## src/plru_cfg_pkg.sv

```systemverilog
//==========================================================
// PLRU configuration package
// Size limits, default parameters and the way defeature
// encoding shared by the replacement tracker
//==========================================================
`default_nettype none

package plru_cfg_pkg;

   //==========================================================
   // Size limits and defaults
   //==========================================================
   localparam int LRU_MAX_WAYS       = 16;  // Largest tree the functions handle

   localparam int DEF_NUM_SETS       = 16;
   localparam int DEF_NUM_WAYS       = 8;
   localparam int DEF_NUM_PORTS      = 2;   // Parallel write ports
   localparam int DEF_NUM_PIPE_STAGE = 2;   // Read latency in cycles

   //==========================================================
   // Way defeature
   //==========================================================
   // Steers reads into a subset of the ways
   typedef enum logic [1:0] {
      DIS_NONE    = 2'b00,
      DIS_QUARTER = 2'b01,  // Upper half limited to its lower quarter
      DIS_HALF    = 2'b10   // Lower half only
   } disable_ways_e;

endpackage

`default_nettype wire

```

## src/plru_tree_pkg.sv

```systemverilog
//==========================================================
// PLRU tree package
// Write opcode and recursive helpers that move between a
// pseudo-LRU tree and one-hot way vectors
//==========================================================
`default_nettype none

package plru_tree_pkg;

   import plru_cfg_pkg::*;

   // Write opcode of one port
   typedef enum logic [1:0] {
      WR_NONE      = 2'b00,
      WR_HIT       = 2'b01,
      WR_REPLACE   = 2'b10,
      WR_INVAL_ALL = 2'b11
   } wr_kind_e;

   //==========================================================
   // Tree layout
   //==========================================================
   // Bit 0 is the root, lower subtree in bits 1..num_ways/2-1,
   // upper subtree from bit num_ways/2 on. Same layout again
   // inside each subtree. Node value 0 points at the lower half

   // Walks the tree down to the LRU way
   function automatic logic [LRU_MAX_WAYS-1:0] f_tree_to_way(
      input logic [LRU_MAX_WAYS-2:0] tree,
      input int                      num_ways
   );
      int                      half;
      logic [LRU_MAX_WAYS-1:0] sub_way;

      if (num_ways < 2) begin
         return {{(LRU_MAX_WAYS-1){1'b0}}, 1'b1};  // Single way left
      end
      half = num_ways / 2;
      if (!tree[0]) begin
         sub_way = f_tree_to_way(tree >> 1, half);
         return sub_way;
      end
      sub_way = f_tree_to_way(tree >> half, half);
      return sub_way << half;
   endfunction

   // Nodes on the path of the accessed way
   function automatic logic [LRU_MAX_WAYS-2:0] f_way_to_mask(
      input logic [LRU_MAX_WAYS-1:0] way,
      input int                      num_ways
   );
      int                      half;
      logic [LRU_MAX_WAYS-1:0] half_sel;
      logic [LRU_MAX_WAYS-1:0] lo_way;
      logic [LRU_MAX_WAYS-1:0] hi_way;

      if (num_ways < 2) begin
         return '0;
      end
      half     = num_ways / 2;
      half_sel = ~({LRU_MAX_WAYS{1'b1}} << half);
      lo_way   = way & half_sel;
      hi_way   = (way >> half) & half_sel;
      if (|lo_way) begin
         return (f_way_to_mask(lo_way, half) << 1) | 1'b1;
      end
      if (|hi_way) begin
         return (f_way_to_mask(hi_way, half) << half) | 1'b1;
      end
      return '0;  // No way selected
   endfunction

   // Path nodes turned away from the accessed way
   function automatic logic [LRU_MAX_WAYS-2:0] f_way_to_data(
      input logic [LRU_MAX_WAYS-1:0] way,
      input int                      num_ways
   );
      int                      half;
      logic [LRU_MAX_WAYS-1:0] half_sel;
      logic [LRU_MAX_WAYS-1:0] lo_way;
      logic [LRU_MAX_WAYS-1:0] hi_way;

      if (num_ways < 2) begin
         return '0;
      end
      half     = num_ways / 2;
      half_sel = ~({LRU_MAX_WAYS{1'b1}} << half);
      lo_way   = way & half_sel;
      hi_way   = (way >> half) & half_sel;
      if (|lo_way) begin
         return (f_way_to_data(lo_way, half) << 1) | 1'b1;  // Point up
      end
      if (|hi_way) begin
         return f_way_to_data(hi_way, half) << half;         // Root stays 0
      end
      return '0;
   endfunction

endpackage

`default_nettype wire

```

## src/plru_port_update.sv

```systemverilog
//==========================================================
// PLRU write port decoder
// Classifies one write port and builds its tree mask/data
//==========================================================
`timescale 1ns/100ps
`default_nettype none

module plru_port_update
   import plru_cfg_pkg::*;
   import plru_tree_pkg::*;
#(
   parameter int NUM_WAYS = DEF_NUM_WAYS
)(
   input  logic                wr_en,
   input  logic [NUM_WAYS-1:0] hit_vec,
   input  logic [NUM_WAYS-1:0] rep_vec,
   output wr_kind_e            wr_kind,
   output logic [NUM_WAYS-2:0] tree_mask,
   output logic [NUM_WAYS-2:0] tree_data
);

   logic [NUM_WAYS-1:0]     sel_vec;   // Way vector driving the update
   logic [LRU_MAX_WAYS-1:0] sel_full;
   logic [LRU_MAX_WAYS-2:0] path_mask;
   logic [LRU_MAX_WAYS-2:0] path_data;

   // Priority classification
   always_comb begin
      sel_vec = '0;
      if (!wr_en) begin
         wr_kind = WR_NONE;
      end else if (&rep_vec) begin
         wr_kind = WR_INVAL_ALL;
      end else if (~|hit_vec) begin
         wr_kind = WR_REPLACE;
         sel_vec = rep_vec;
      end else begin
         wr_kind = WR_HIT;
         sel_vec = hit_vec;
      end
   end

   assign sel_full  = LRU_MAX_WAYS'(sel_vec);
   assign path_mask = f_way_to_mask(sel_full, NUM_WAYS);
   assign path_data = f_way_to_data(sel_full, NUM_WAYS);

   // Invalidate clears the whole tree
   assign tree_mask = (wr_kind == WR_INVAL_ALL) ? '1 : path_mask[NUM_WAYS-2:0];
   assign tree_data = (wr_kind == WR_INVAL_ALL) ? '0 : path_data[NUM_WAYS-2:0];

   // One way per update, except invalidate
   always_comb begin
      if (wr_en && (wr_kind != WR_INVAL_ALL)) begin
         assert final ($onehot(sel_vec))
         else $error("plru_port_update: write vector %0h is not one-hot", sel_vec);
      end
   end

endmodule

`default_nettype wire

```

## src/plru_state_array.sv

```systemverilog
//==========================================================
// PLRU state array
// One tree per set, masked writes from all ports merged,
// registered read set with a combinational tree lookup
//==========================================================
`timescale 1ns/100ps
`default_nettype none

module plru_state_array
   import plru_cfg_pkg::*;
   import plru_tree_pkg::*;
#(
   parameter  int NUM_SETS  = DEF_NUM_SETS,
   parameter  int NUM_WAYS  = DEF_NUM_WAYS,
   parameter  int NUM_PORTS = DEF_NUM_PORTS,
   localparam int SET_W     = (NUM_SETS > 1) ? $clog2(NUM_SETS) : 1
)(
   input  logic                                clk,
   input  logic                                rst_n,
   input  wr_kind_e [NUM_PORTS-1:0]            wr_kind,
   input  logic     [NUM_PORTS-1:0][SET_W-1:0] wr_set,
   input  logic [NUM_PORTS-1:0][NUM_WAYS-2:0]  tree_mask,
   input  logic [NUM_PORTS-1:0][NUM_WAYS-2:0]  tree_data,
   input  logic                                rd_en,
   input  logic [SET_W-1:0]                    rd_set,
   output logic [NUM_WAYS-2:0]                 rd_tree
);

   logic [NUM_SETS-1:0][NUM_WAYS-2:0] tree_q;    // Tree storage
   logic [NUM_SETS-1:0][NUM_WAYS-2:0] set_mask;  // Merged per-set mask
   logic [NUM_SETS-1:0][NUM_WAYS-2:0] set_data;
   logic [SET_W-1:0]                  rd_set_q;
   logic                              port_conflict;

   //==========================================================
   // Write path
   //==========================================================
   always_comb begin
      set_mask = '0;
      set_data = '0;
      for (int s = 0; s < NUM_SETS; s++) begin
         for (int p = 0; p < NUM_PORTS; p++) begin
            if ((wr_kind[p] != WR_NONE) && (wr_set[p] == SET_W'(s))) begin
               set_mask[s] |= tree_mask[p];
               set_data[s] |= tree_data[p];
            end
         end
      end
   end

   always_ff @(posedge clk or negedge rst_n) begin
      if (!rst_n) begin
         tree_q <= '0;  // All sets point at way 0
      end else begin
         for (int s = 0; s < NUM_SETS; s++) begin
            tree_q[s] <= (tree_q[s] & ~set_mask[s]) | (set_data[s] & set_mask[s]);
         end
      end
   end

   //==========================================================
   // Read path
   //==========================================================
   always_ff @(posedge clk or negedge rst_n) begin
      if (!rst_n) begin
         rd_set_q <= '0;
      end else if (rd_en) begin
         rd_set_q <= rd_set;
      end
   end

   assign rd_tree = tree_q[rd_set_q];  // Sees writes from the same edge

   // Two active ports on one set
   always_comb begin
      port_conflict = 1'b0;
      for (int p = 0; p < NUM_PORTS; p++) begin
         for (int q = p + 1; q < NUM_PORTS; q++) begin
            if ((wr_kind[p] != WR_NONE) && (wr_kind[q] != WR_NONE) &&
                (wr_set[p] == wr_set[q])) begin
               port_conflict = 1'b1;
            end
         end
      end
   end

   a_no_port_conflict : assert property (@(posedge clk) disable iff (!rst_n)
      !port_conflict)
   else $error("plru_state_array: two write ports hit the same set");

   a_rd_set_range : assert property (@(posedge clk) disable iff (!rst_n)
      rd_en |-> (int'(rd_set) < NUM_SETS))
   else $error("plru_state_array: read set %0d out of range", rd_set);

endmodule

`default_nettype wire

```

## src/plru_read_pipe.sv

```systemverilog
//==========================================================
// PLRU read pipeline
// Invert and defeature steering on the looked-up tree,
// staged result and one-hot decode of LRU and 2nd way
//==========================================================
`timescale 1ns/100ps
`default_nettype none

module plru_read_pipe
   import plru_cfg_pkg::*;
   import plru_tree_pkg::*;
#(
   parameter int NUM_WAYS       = DEF_NUM_WAYS,
   parameter int NUM_PIPE_STAGE = DEF_NUM_PIPE_STAGE  // Minimum 1
)(
   input  logic                clk,
   input  logic                rst_n,
   input  logic                rd_en,
   input  logic                rd_invert,
   input  disable_ways_e       disable_ways,
   input  logic [NUM_WAYS-2:0] rd_tree,
   output logic                rd_valid,
   output logic [NUM_WAYS-1:0] rd_way_vec,
   output logic [NUM_WAYS-1:0] rd_way_2nd_vec
);

   // Root of the upper subtree
   localparam int QTR_BIT = (NUM_WAYS >= 4) ? NUM_WAYS / 2 : 0;

   logic                    rd_en_q;
   logic                    invert_q;
   logic [NUM_WAYS-2:0]     look_tree;
   logic                    stg_vld  [1:NUM_PIPE_STAGE];
   logic [NUM_WAYS-2:0]     stg_tree [1:NUM_PIPE_STAGE];
   logic [NUM_WAYS-2:0]     fin_tree;
   logic [NUM_WAYS-2:0]     fin_tree_2nd;
   logic [LRU_MAX_WAYS-1:0] way_full;
   logic [LRU_MAX_WAYS-1:0] way_2nd_full;

   //==========================================================
   // Lookup stage
   //==========================================================
   always_ff @(posedge clk or negedge rst_n) begin
      if (!rst_n) begin
         rd_en_q  <= 1'b0;
         invert_q <= 1'b0;
      end else begin
         rd_en_q  <= rd_en;
         invert_q <= rd_invert;  // Sampled with the request
      end
   end

   always_comb begin
      look_tree = rd_tree;
      if (invert_q) look_tree[0] = ~look_tree[0];   // B2B writes to one set
      // Defeature wins over invert
      if (disable_ways == DIS_HALF)    look_tree[0]       = 1'b0;
      if (disable_ways == DIS_QUARTER) look_tree[QTR_BIT] = 1'b0;
   end

   assign stg_vld[1]  = rd_en_q;
   assign stg_tree[1] = look_tree;

   //==========================================================
   // Extra latency stages
   //==========================================================
   for (genvar g = 1; g < NUM_PIPE_STAGE; g++) begin : g_stage
      always_ff @(posedge clk or negedge rst_n) begin
         if (!rst_n) begin
            stg_vld[g+1]  <= 1'b0;
            stg_tree[g+1] <= '0;
         end else begin
            stg_vld[g+1] <= stg_vld[g];
            if (stg_vld[g]) stg_tree[g+1] <= stg_tree[g];  // Hold when idle
         end
      end
   end

   //==========================================================
   // Way decode
   //==========================================================
   assign fin_tree = stg_tree[NUM_PIPE_STAGE];

   always_comb begin
      fin_tree_2nd    = fin_tree;
      fin_tree_2nd[0] = ~fin_tree[0];  // Other half of the root
   end

   assign way_full     = f_tree_to_way((LRU_MAX_WAYS-1)'(fin_tree), NUM_WAYS);
   assign way_2nd_full = f_tree_to_way((LRU_MAX_WAYS-1)'(fin_tree_2nd), NUM_WAYS);

   assign rd_valid       = stg_vld[NUM_PIPE_STAGE];
   assign rd_way_vec     = way_full[NUM_WAYS-1:0];
   assign rd_way_2nd_vec = way_2nd_full[NUM_WAYS-1:0];

endmodule

`default_nettype wire

```

## src/devtlb_plru.sv

```systemverilog
//==========================================================
// Device TLB tree pseudo-LRU tracker
// Multi-port write decode, per-set tree state and a
// pipelined read port returning LRU and 2nd candidate
//==========================================================
`timescale 1ns/100ps
`default_nettype none

module devtlb_plru
   import plru_cfg_pkg::*;
   import plru_tree_pkg::*;
#(
   parameter  int NUM_SETS       = DEF_NUM_SETS,
   parameter  int NUM_WAYS       = DEF_NUM_WAYS,
   parameter  int NUM_PORTS      = DEF_NUM_PORTS,
   parameter  int NUM_PIPE_STAGE = DEF_NUM_PIPE_STAGE,
   localparam int SET_W          = (NUM_SETS > 1) ? $clog2(NUM_SETS) : 1
)(
   input  logic                               clk,
   input  logic                               rst_n,
   // Read port
   input  logic                               rd_en,
   input  logic [SET_W-1:0]                   rd_set,
   input  logic                               rd_invert,
   input  disable_ways_e                      disable_ways,
   // Write ports
   input  logic [NUM_PORTS-1:0]               wr_en,
   input  logic [NUM_PORTS-1:0][SET_W-1:0]    wr_set,
   input  logic [NUM_PORTS-1:0][NUM_WAYS-1:0] wr_hit_vec,
   input  logic [NUM_PORTS-1:0][NUM_WAYS-1:0] wr_rep_vec,
   // Read result
   output logic                               rd_valid,
   output logic [NUM_WAYS-1:0]                rd_way_vec,
   output logic [NUM_WAYS-1:0]                rd_way_2nd_vec
);

   wr_kind_e [NUM_PORTS-1:0]           port_kind;
   logic [NUM_PORTS-1:0][NUM_WAYS-2:0] port_mask;
   logic [NUM_PORTS-1:0][NUM_WAYS-2:0] port_data;
   logic [NUM_WAYS-2:0]                rd_tree;

   // Tree functions need a power of two within range
   if ((NUM_WAYS < 2) || (NUM_WAYS > LRU_MAX_WAYS) ||
       ((NUM_WAYS & (NUM_WAYS - 1)) != 0) || (NUM_PIPE_STAGE < 1)) begin : g_bad_cfg
      $error("devtlb_plru: unsupported NUM_WAYS %0d or NUM_PIPE_STAGE %0d",
             NUM_WAYS, NUM_PIPE_STAGE);
   end

   // One decoder per write port
   for (genvar p = 0; p < NUM_PORTS; p++) begin : g_port
      plru_port_update #(
         .NUM_WAYS (NUM_WAYS)
      ) u_port_update (
         .wr_en     (wr_en[p]),
         .hit_vec   (wr_hit_vec[p]),
         .rep_vec   (wr_rep_vec[p]),
         .wr_kind   (port_kind[p]),
         .tree_mask (port_mask[p]),
         .tree_data (port_data[p])
      );
   end

   plru_state_array #(
      .NUM_SETS  (NUM_SETS),
      .NUM_WAYS  (NUM_WAYS),
      .NUM_PORTS (NUM_PORTS)
   ) u_state_array (
      .clk       (clk),
      .rst_n     (rst_n),
      .wr_kind   (port_kind),
      .wr_set    (wr_set),
      .tree_mask (port_mask),
      .tree_data (port_data),
      .rd_en     (rd_en),
      .rd_set    (rd_set),
      .rd_tree   (rd_tree)
   );

   plru_read_pipe #(
      .NUM_WAYS       (NUM_WAYS),
      .NUM_PIPE_STAGE (NUM_PIPE_STAGE)
   ) u_read_pipe (
      .clk            (clk),
      .rst_n          (rst_n),
      .rd_en          (rd_en),
      .rd_invert      (rd_invert),
      .disable_ways   (disable_ways),
      .rd_tree        (rd_tree),
      .rd_valid       (rd_valid),
      .rd_way_vec     (rd_way_vec),
      .rd_way_2nd_vec (rd_way_2nd_vec)
   );

endmodule

`default_nettype wire

```

## config.mk

```make
export PLATFORM = sky130hd
export DESIGN_NAME = devtlb_plru
export DESIGN_NICKNAME = d
export VERILOG_FILES = /design/src/plru_cfg_pkg.sv /design/src/plru_tree_pkg.sv /design/src/plru_port_update.sv /design/src/plru_state_array.sv /design/src/plru_read_pipe.sv /design/src/devtlb_plru.sv
export SDC_FILE = /design/constraint.sdc
export NUM_CORES = 1
export LEC_CHECK = 0
export BUFFER_PORTS_ARGS = -buffer_cell sky130_fd_sc_hd__buf_2
export CORE_MARGIN = 2
export CORE_UTILIZATION = 61
export DETAILED_ROUTE_END_ITERATION = 8
export PLACE_DENSITY = 0.78
export REMOVE_ABC_BUFFERS = 1
export SYNTH_ARGS = -nofsm -noshare
export SYNTH_HDL_FRONTEND = slang
export SYNTH_HIERARCHICAL = 1
export SYNTH_SLANG_ARGS = --single-unit
export TNS_END_PERCENT = 30
```

## constraint.sdc

```tcl
create_clock -name clk -period 2.95 [get_ports clk]
set_clock_uncertainty 0.1 [all_clocks]
set_input_delay 0.59 -clock clk [delete_from_list [all_inputs] [get_ports clk]]
set_output_delay 0.59 -clock clk [all_outputs]
set_load 0.02 [all_outputs]
```

---- Word-level counts from Yosys, hierarchy flattened ----
Index checks and enable logic that the tools add are counted.
word-level totals
  output and inout port bits .............. 17
  logic and storage cells ................. 909
  bits in registers ....................... 126
cells by class
  $lt $le $gt $ge ......................... 1
  reduce and logical (&&, ||, !) cells .... 52
  equality and inequality tests ........... 34
  bitwise gates (word level) .............. 97
  muxes and demuxes ....................... 704
operators with widths
  cell                number
  $mux 7              77
  $mux 1              428
  $or 7x7->7          48
  $mux 14             22
  $mux 2              128
  $and 7x7->7         32
  $mux 12             14
  $mux 13             12
  $not 7->7           16
  $mux 11             8
  $mux 9              8
  $eq 4x4->1 const B  16
  $mux 8              6
  $eq 4x3->1 const B  8
  $logic_and 1x1->1   32
  $bmux 7 s4          1
  $eq 4x2->1 const B  4
  $reduce_and 8->1    2
  $reduce_or 2->1     8
  $reduce_or 4->1     4
  $reduce_or 8->1     2
  $eq 4x1->1 const B  2
  $logic_not 4->1     2
  $eq 2x2->1 const B  3
  4 further kinds     5

---- Depth between registers and ports, before layout ----
Gate-level depths: netlist of the first run.
  depth after elaboration ................. 32
  gate-level depth with buffers ........... 9
  depth with buffers taken out ............ 8

---- Hierarchy ----
Netlist of the first run, hierarchy kept.
by module, submodules not included
  module                                      sequential area each (µm²)  area each (µm²)  instances  cells each
  plru_state_array                            2902.8                      7553.5           1          655
  plru_read_pipe                              250.2                       534.3            1          42
  plru_port_update (g_port[0].u_port_update)  0.0                         352.8            1          52
  plru_port_update (g_port[1].u_port_update)  0.0                         291.5            1          51

---- Least setup slack after synthesis of the first run ----
No wires, ideal clock.
  path kind ............................... input port to flip-flop
  start point ............................. input wr_hit_vec[8] (netlist name)
  end point ............................... register with a tool-made name
  slack ................................... -0.038 ns
  arrival time ............................ 2.764 ns
  library setup time ...................... 0.125 ns
  buffers on the path ..................... 1
  stages .................................. 8
  path through ............................ or4_4 -> nor2_2 -> o21ai_0 -> nor2_1 -> nor3_1 -> clkbuf_1 -> a22oi_1 -> mux2_2
RTL lines
  item                line               RTL
  start: declaration  devtlb_plru.sv:29  input logic [NUM_PORTS-1:0][NUM_WAYS-1:0] wr_hit_vec,

==> summary.txt, run 1 <==
Critical path
  – Crit path cell chain: buf_2 -> nor4_2 -> nand2_1 -> a21oi_1 -> buf_4 -> nor2_2 -> nor3_2 -> a22oi_1 -> mux2_2
  – Reg2Reg Capture Point: u_read_pipe/fin_tree[6]
  – Worst Path Max Fanout: 14
  – R2R Setup Slk: between 0.5 and 0.6 ns
  – Worst path slowest cell: nor3_2
  – Worst EP arrival: ~3.0 ns
  – Kind of critical path: in -> reg
  – CP peak stage delay: 0.85 ns
  – Crit. End Element: register
  – Crit-path leading delay family: simple AND/OR/NAND/NOR gates
  – Buf/Inv on CP: 2
  – Critical R2R Launch: u_state_array/rd_set_q[0]
  – Worst reg-to-reg path cell count: 5
  – CP required: 3.16 ns
  – Setup crit start kind: primary input

CTS
  – Hold buffers post-CTS: 0
  – CTS tree: built
  – H-tree Lvls: 4
  – Clk_lat worst skew: between 0.4 and 0.5 ns
  – Clk slew on worst S/H paths: about 0.060 ns
  – Cts repair resizes: 0
  – CTS Buffer Depth: 2
  – Root buffer cell: clkbuf_16
  – CTS buffer count: 17
  – Clock Sinks: roughly 130
  – Post-CTS Setup Inserts: 0

Synth
  – Ys flop type: dfrtp_1
  – Register area share after synthesis: 0.3611
  – Post-synthesis cell type count: between 50 and 60
  – Mapped Avg Cell Area: roughly 11 µm²
  – Mapped Area: just under 9000 µm²
  – YS warnings: 6
  – Yosys reg bits: 126
  – Syn Inst Count: 800
  – Post-synth EDFFs: 0
  – Fraction of registers with async set/reset: 1.000

Timing
  – Achievable Freq: between 300 and 400 MHz
  – Post-layout min period: around 2.8 ns
  – Relative slew slack: 0.1256
  – RSZ-0062 raised after global routing: no
  – Setup-failing EPs final: 0
  – Final setup margin: 0.1415 ns
  – Final Cycle Share: 0.9520
  – Final hold violations: 0
  – Worst-Margin Slew: around 1.3 ns
  – Max Slew Vio Count: 0

Detailed routing
  – Final ANT Viol Nets: 0
  – Post-Route WL: 26.45 mm
  – Starting DRT DRC Count: just over 900
  – Router iterations before antenna repair: 7
  – Total number of vias: about 8,000
  – Avg WL per Cell: 24.17 µm
  – Via density: about 7.3
  – DRC violation count after routing: 0

Floorplanning
  – Die ar.: 15,290 µm²
  – Die H: around 120 µm
  – CORE AREA: 13,930 µm²
  – I/O Pins: 69
  – Starting Density: 0.6266
  – Die span in x: roughly 120 µm
  – Row cnt: between 40 and 50

Run
  – Max cap viols: 0

Layout
  – Commonest non-fill, non-tap cell in the layout: a22oi_1
  – Layout cells sized above 1: 0.4431
  – Nets: approximately 950
  – # diodes: 0
  – Filler cells: between 900 and 1,000
  – Layout overhead on the synthesized area: 20.28%
  – Most frequent cells in the layout: 126 x a22oi_1, 125 x dfrtp_1, 116 x mux2_2

Placed design
  – Global placement routability congestion: 0.9765
  – Post-DP HPWL: roughly 18 mm
  – Post-place setup slack: -0.2869 ns
  – Port Buffers: 68

Power
  – Peak VDD IR: 0.0004035 V
  – LEAKAGE: ~0.0046 µW
  – Pwr Density: about 430 nW/µm²
  – Final Power: 4553 µW

Run status
  – Outcome: completed

Global routing
  – Largest net degree at the start of global routing: 52
  – Vias in the first global route: slightly above 8,000
  – Initial antenna violation count: 0
  – Tot GR Track Use: 0.3596
  – Total grt overflow: 0
  – First-pass GRT wire length: 41.74 mm

Worst hold path
  – Worst hold path type: in -> async
worst max path at each step:
stage,from,endpoint,slack [ns],cells past startpoint
final,wr_hit_vec[0],register,0.14,9
after detailed placement,wr_hit_vec[7],register,-0.29,7
after floorplan,wr_hit_vec[8],register,-0.52,8
after global placement,wr_hit_vec[0],register,-0.18,9
after CTS,wr_hit_vec[7],register,0.11,7
after global routing,wr_hit_vec[0],register,0.03,9
worst reg2reg max path, delay by kind of cell, from the launching register on:
kind                   cells  cell delay [ns]
AND/OR/NAND/NOR            1             0.10
AO/OA/AOI/OAI              1             0.37
flip-flops                 1             0.65
buffers and inverters      1             0.24
multiplexers               2             0.79
power by group:
part | switching [µW] | internal (µW) | leakage, µW | total [µW]
sequential | 36.5 | 1760 | 0.00174 | 1790
combinational | 352 | 231 | 0.00257 | 583
clock | 827 | 1350 | 0.000292 | 2180
total | 1220 | 3340 | 0.00460 | 4550
synthesized netlist by cell type (7+ instances only):
cell	instances	area, µm²
buf_1	18	67.56
a21oi_1	7	35.03
mux2_2	116	1306
o21ai_0	10	50.05
clkbuf_1	54	202.7
mux4_2	28	630.6
a22o_1	112	980.9
a31oi_1	7	43.79
nor4_2	7	87.58
buf_2	24	120.1
a22oi_1	126	945.9
nor4_1	7	43.79
nor2_1	35	131.4
dfrtp_1	126	3153
nand2_1	19	71.32
nand2b_1	9	56.30
nor3_1	13	65.06
per-stage QoR:
stage	area, µm²	utilization	hold slack, ns	TNS, ns	cells
after global routing	10500	0.7537	0.09081	0	1094
after global placement	9891	0.7098	0.3816	-7.355	1062
after CTS	10500	0.7533	0.07399	0	1094
after detailed placement	9891	0.7098	0.3899	-14.88	1062
final	10500	0.7537	0.05481	0	1094
after floorplan	8312	-	0.1944	-29.36	701
logic make-up after synthesis:
group                     count (synthesis)  share of synthesized area
AOI/OAI and AO/OA                       286                     0.2608
xor gates and xnor gates                  1                   0.001003
buffers and inverters                   102                    0.04943
DFF                                     126                     0.3611
muxes                                   149                     0.2304
and+or+nand+nor                         136                    0.09729
cell type report:
class                           instances  area, µm²  area share
Clock buffer                           18      439.2     0.04182
Clock inverter                         14      167.7     0.01596
Inverter                                3      11.26    0.001072
Multi-Input combinational cell        572       5176      0.4929
Sequential cell                       126       3154      0.3003
Tap cell                              180      225.2     0.02144
Timing Repair Buffer                  181       1329      0.1265
per-layer routing:
metal / up-vias / share of wire / global-route usage
met5: - / 0 / 0
met4: 0 / 0.039 / 0.1825
met3: 99 / 0.096 / 0.08562
met2: 529 / 0.50 / 0.6092
met1: 4012 / 0.37 / 0.4271
li1: 3392 / - / -
Power figures use the tool's default switching activity.
==> run 2, diff against run 1 <==
--- a/config.mk
+++ b/config.mk
@@ -7,9 +7,9 @@
 export LEC_CHECK = 0
 export BUFFER_PORTS_ARGS = -buffer_cell sky130_fd_sc_hd__buf_2
 export CORE_MARGIN = 2
-export CORE_UTILIZATION = 61
+export CORE_UTILIZATION = 40
 export DETAILED_ROUTE_END_ITERATION = 8
-export PLACE_DENSITY = 0.78
+export PLACE_DENSITY = 0.54
 export REMOVE_ABC_BUFFERS = 1
 export SYNTH_ARGS = -nofsm -noshare
 export SYNTH_HDL_FRONTEND = slang
==> summary.txt, run 2 (synthesis results as in run 1) <==
Power
  – Cell-internal power: around 3200 µW
  – LEAKAGE: ~0.0046 µW
  – Comb pwr share: 0.135
  – Peak VDD IR: roughly 0.00025 V
  – Sequential power share: 0.418
  – Pwr Density: around 400 nW/µm²
  – Clock power frac: 0.447
  – Sw power: between 1000 and 1500 µW
  – Switch share: 0.2661
  – Final Power: around 4300 µW

Global routing
  – First-pass GRT wire length: about 42 mm
  – Vias in the first global route: ~7,700
  – Total grt overflow: 0
  – Largest net degree at the start of global routing: 56
  – Initial antenna violation count: 3
  – Tot GR Track Use: 0.2394

Layout
  – Layout overhead on the synthesized area: 22.38%
  – Final instance count without filler cells: ~1,200
  – Most frequent cells in the layout: 126 x a22oi_1, 125 x dfrtp_1, 116 x mux2_2
  – Layout cells sized above 1: 0.4447
  – Nets: about 960
  – Commonest non-fill, non-tap cell in the layout: a22oi_1

Critical path
  – Worst EP arrival: 2.95 ns
  – CP required: between 3 and 4 ns
  – Worst Path Max Fanout: 14
  – Setup crit start kind: primary input
  – Crit. End Element: register
  – Worst path slowest cell: nor3_2
  – CP peak stage delay: about 0.76 ns
  – Cell mode on critical path: buf_4
  – Kind of critical path: in -> reg
  – Crit path cell chain: buf_2 -> nor4_2 -> buf_4 -> nand2_1 -> a21oi_1 -> buf_4 -> nor2_2 -> nor3_2 -> a22oi_1 -> mux2_2

Timing
  – Final hold violations: 0
  – Post-layout min period: roughly 2.7 ns
  – RSZ-0062 raised after global routing: no
  – Setup-failing EPs final: 0
  – Worst-Margin Slew: about 1.2 ns
  – Achievable Freq: 363.7 MHz
  – Final Cycle Share: 0.9319
  – Relative slew slack: 0.1950
  – Final setup margin: around 0.2 ns
  – Max Slew Vio Count: 0
  – Setup TNS: 0 ns

CTS
  – Post-CTS Setup Inserts: 0
  – CTS Buffer Depth: 2
  – Root buffer cell: clkbuf_16
  – Clk_lat worst skew: 0.42 ns
  – Hold buffers post-CTS: 0
  – Clock Sinks: between 100 and 150
  – CTS tree: built
  – H-tree Lvls: 4
  – CTS buffer count: 17
  – Cts repair resizes: 0
  – Clk slew on worst S/H paths: around 0.060 ns

Placed design
  – Placed cells: 1,173
  – Global placement routability congestion: around 0.85
  – Post-DP HPWL: around 19 mm
  – Post-place setup slack: -0.2432 ns
  – Port Buffers: 68

Detailed routing
  – Avg WL per Cell: approximately 22 µm
  – Via density: ~6.3
  – DRC violation count after routing: 0
  – Total number of vias: between 7,000 and 8,000
  – Router iterations before antenna repair: 5
  – Final ANT Viol Nets: 0
  – Starting DRT DRC Count: roughly 620
  – Post-Route WL: about 27 mm

Floorplanning
  – I/O Pins: 69
  – CORE AREA: 21,620 µm²
  – Row cnt: 54
  – Die span in x: 151.8 µm
  – Starting Density: 0.4039
  – Die ar.: 23,030 µm²
  – Die H: 151.8 µm

Run status
  – Outcome: completed

Worst hold path
  – Worst hold path type: in -> async

Run
  – Max cap viols: 0
run 2: area by class of cell:
cell class	count	area, µm²
Clock inverter	6	37.54
Sequential cell	126	3154
Multi-Input combinational cell	572	5171
Clock buffer	23	498.0
Fill cell	1968	10930
Timing Repair Buffer	192	1461
Antenna cell	1	2.502
Tap cell	280	350.3
Inverter	3	11.26
run 2: routing by layer:
metal  wire length, µm  global-route usage
met5                14                   0
met4               429             0.07824
met1             11620              0.3155
met2             13380              0.4034
met3              1375             0.03772
run 2: final timing paths:
check / slack [ns] / cells past startpoint / start / to
max in group asynchronous: 1.87 / 2 / rst_n / async pin
min in group clk: 0.18 / 1 / rd_invert / u_read_pipe/invert_q
setup / recovery: 0.20 / 10 / wr_hit_vec[0] / register
setup reg to reg: 0.53 / 5 / u_state_array/rd_set_q[0] / u_read_pipe/fin_tree[5]
hold reg to reg: 0.40 / 1 / register / register
hold / removal: 0.12 / 1 / rst_n / async pin
run 2: power by group through the flow:
stage | clock, µW | combinational (µW) | sequential [µW]
floorplan | 0 | 245 | 1830
CTS | 1950 | 578 | 1800
detailed placement | 0 | 576 | 1830
global route | 2020 | 626 | 1810
global placement | 0 | 563 | 1830
finish | 1930 | 580 | 1800
run 2: worst max-delay path: cells and delay by family:
| kind | cells | cell delay, ns |
|---|---|---|
| buffers and inverters | 3 | 0.42 |
| AND/OR/NAND/NOR | 4 | 1.19 |
| AO/OA/AOI/OAI | 2 | 0.40 |
| multiplexers | 1 | 0.32 |
run 2: metrics by stage:
stage | hold WS (ns) | area [µm²] | util
2_1_floorplan | 0.1944 | 8312 | -
3_3_place_gp | 0.3823 | 10150 | 0.4694
3_5_place_dp | 0.3882 | 10150 | 0.4694
4_1_cts | 0.1672 | 10680 | 0.4942
5_1_grt | 0.1732 | 10690 | 0.4943
6_report | 0.1226 | 10690 | 0.4943
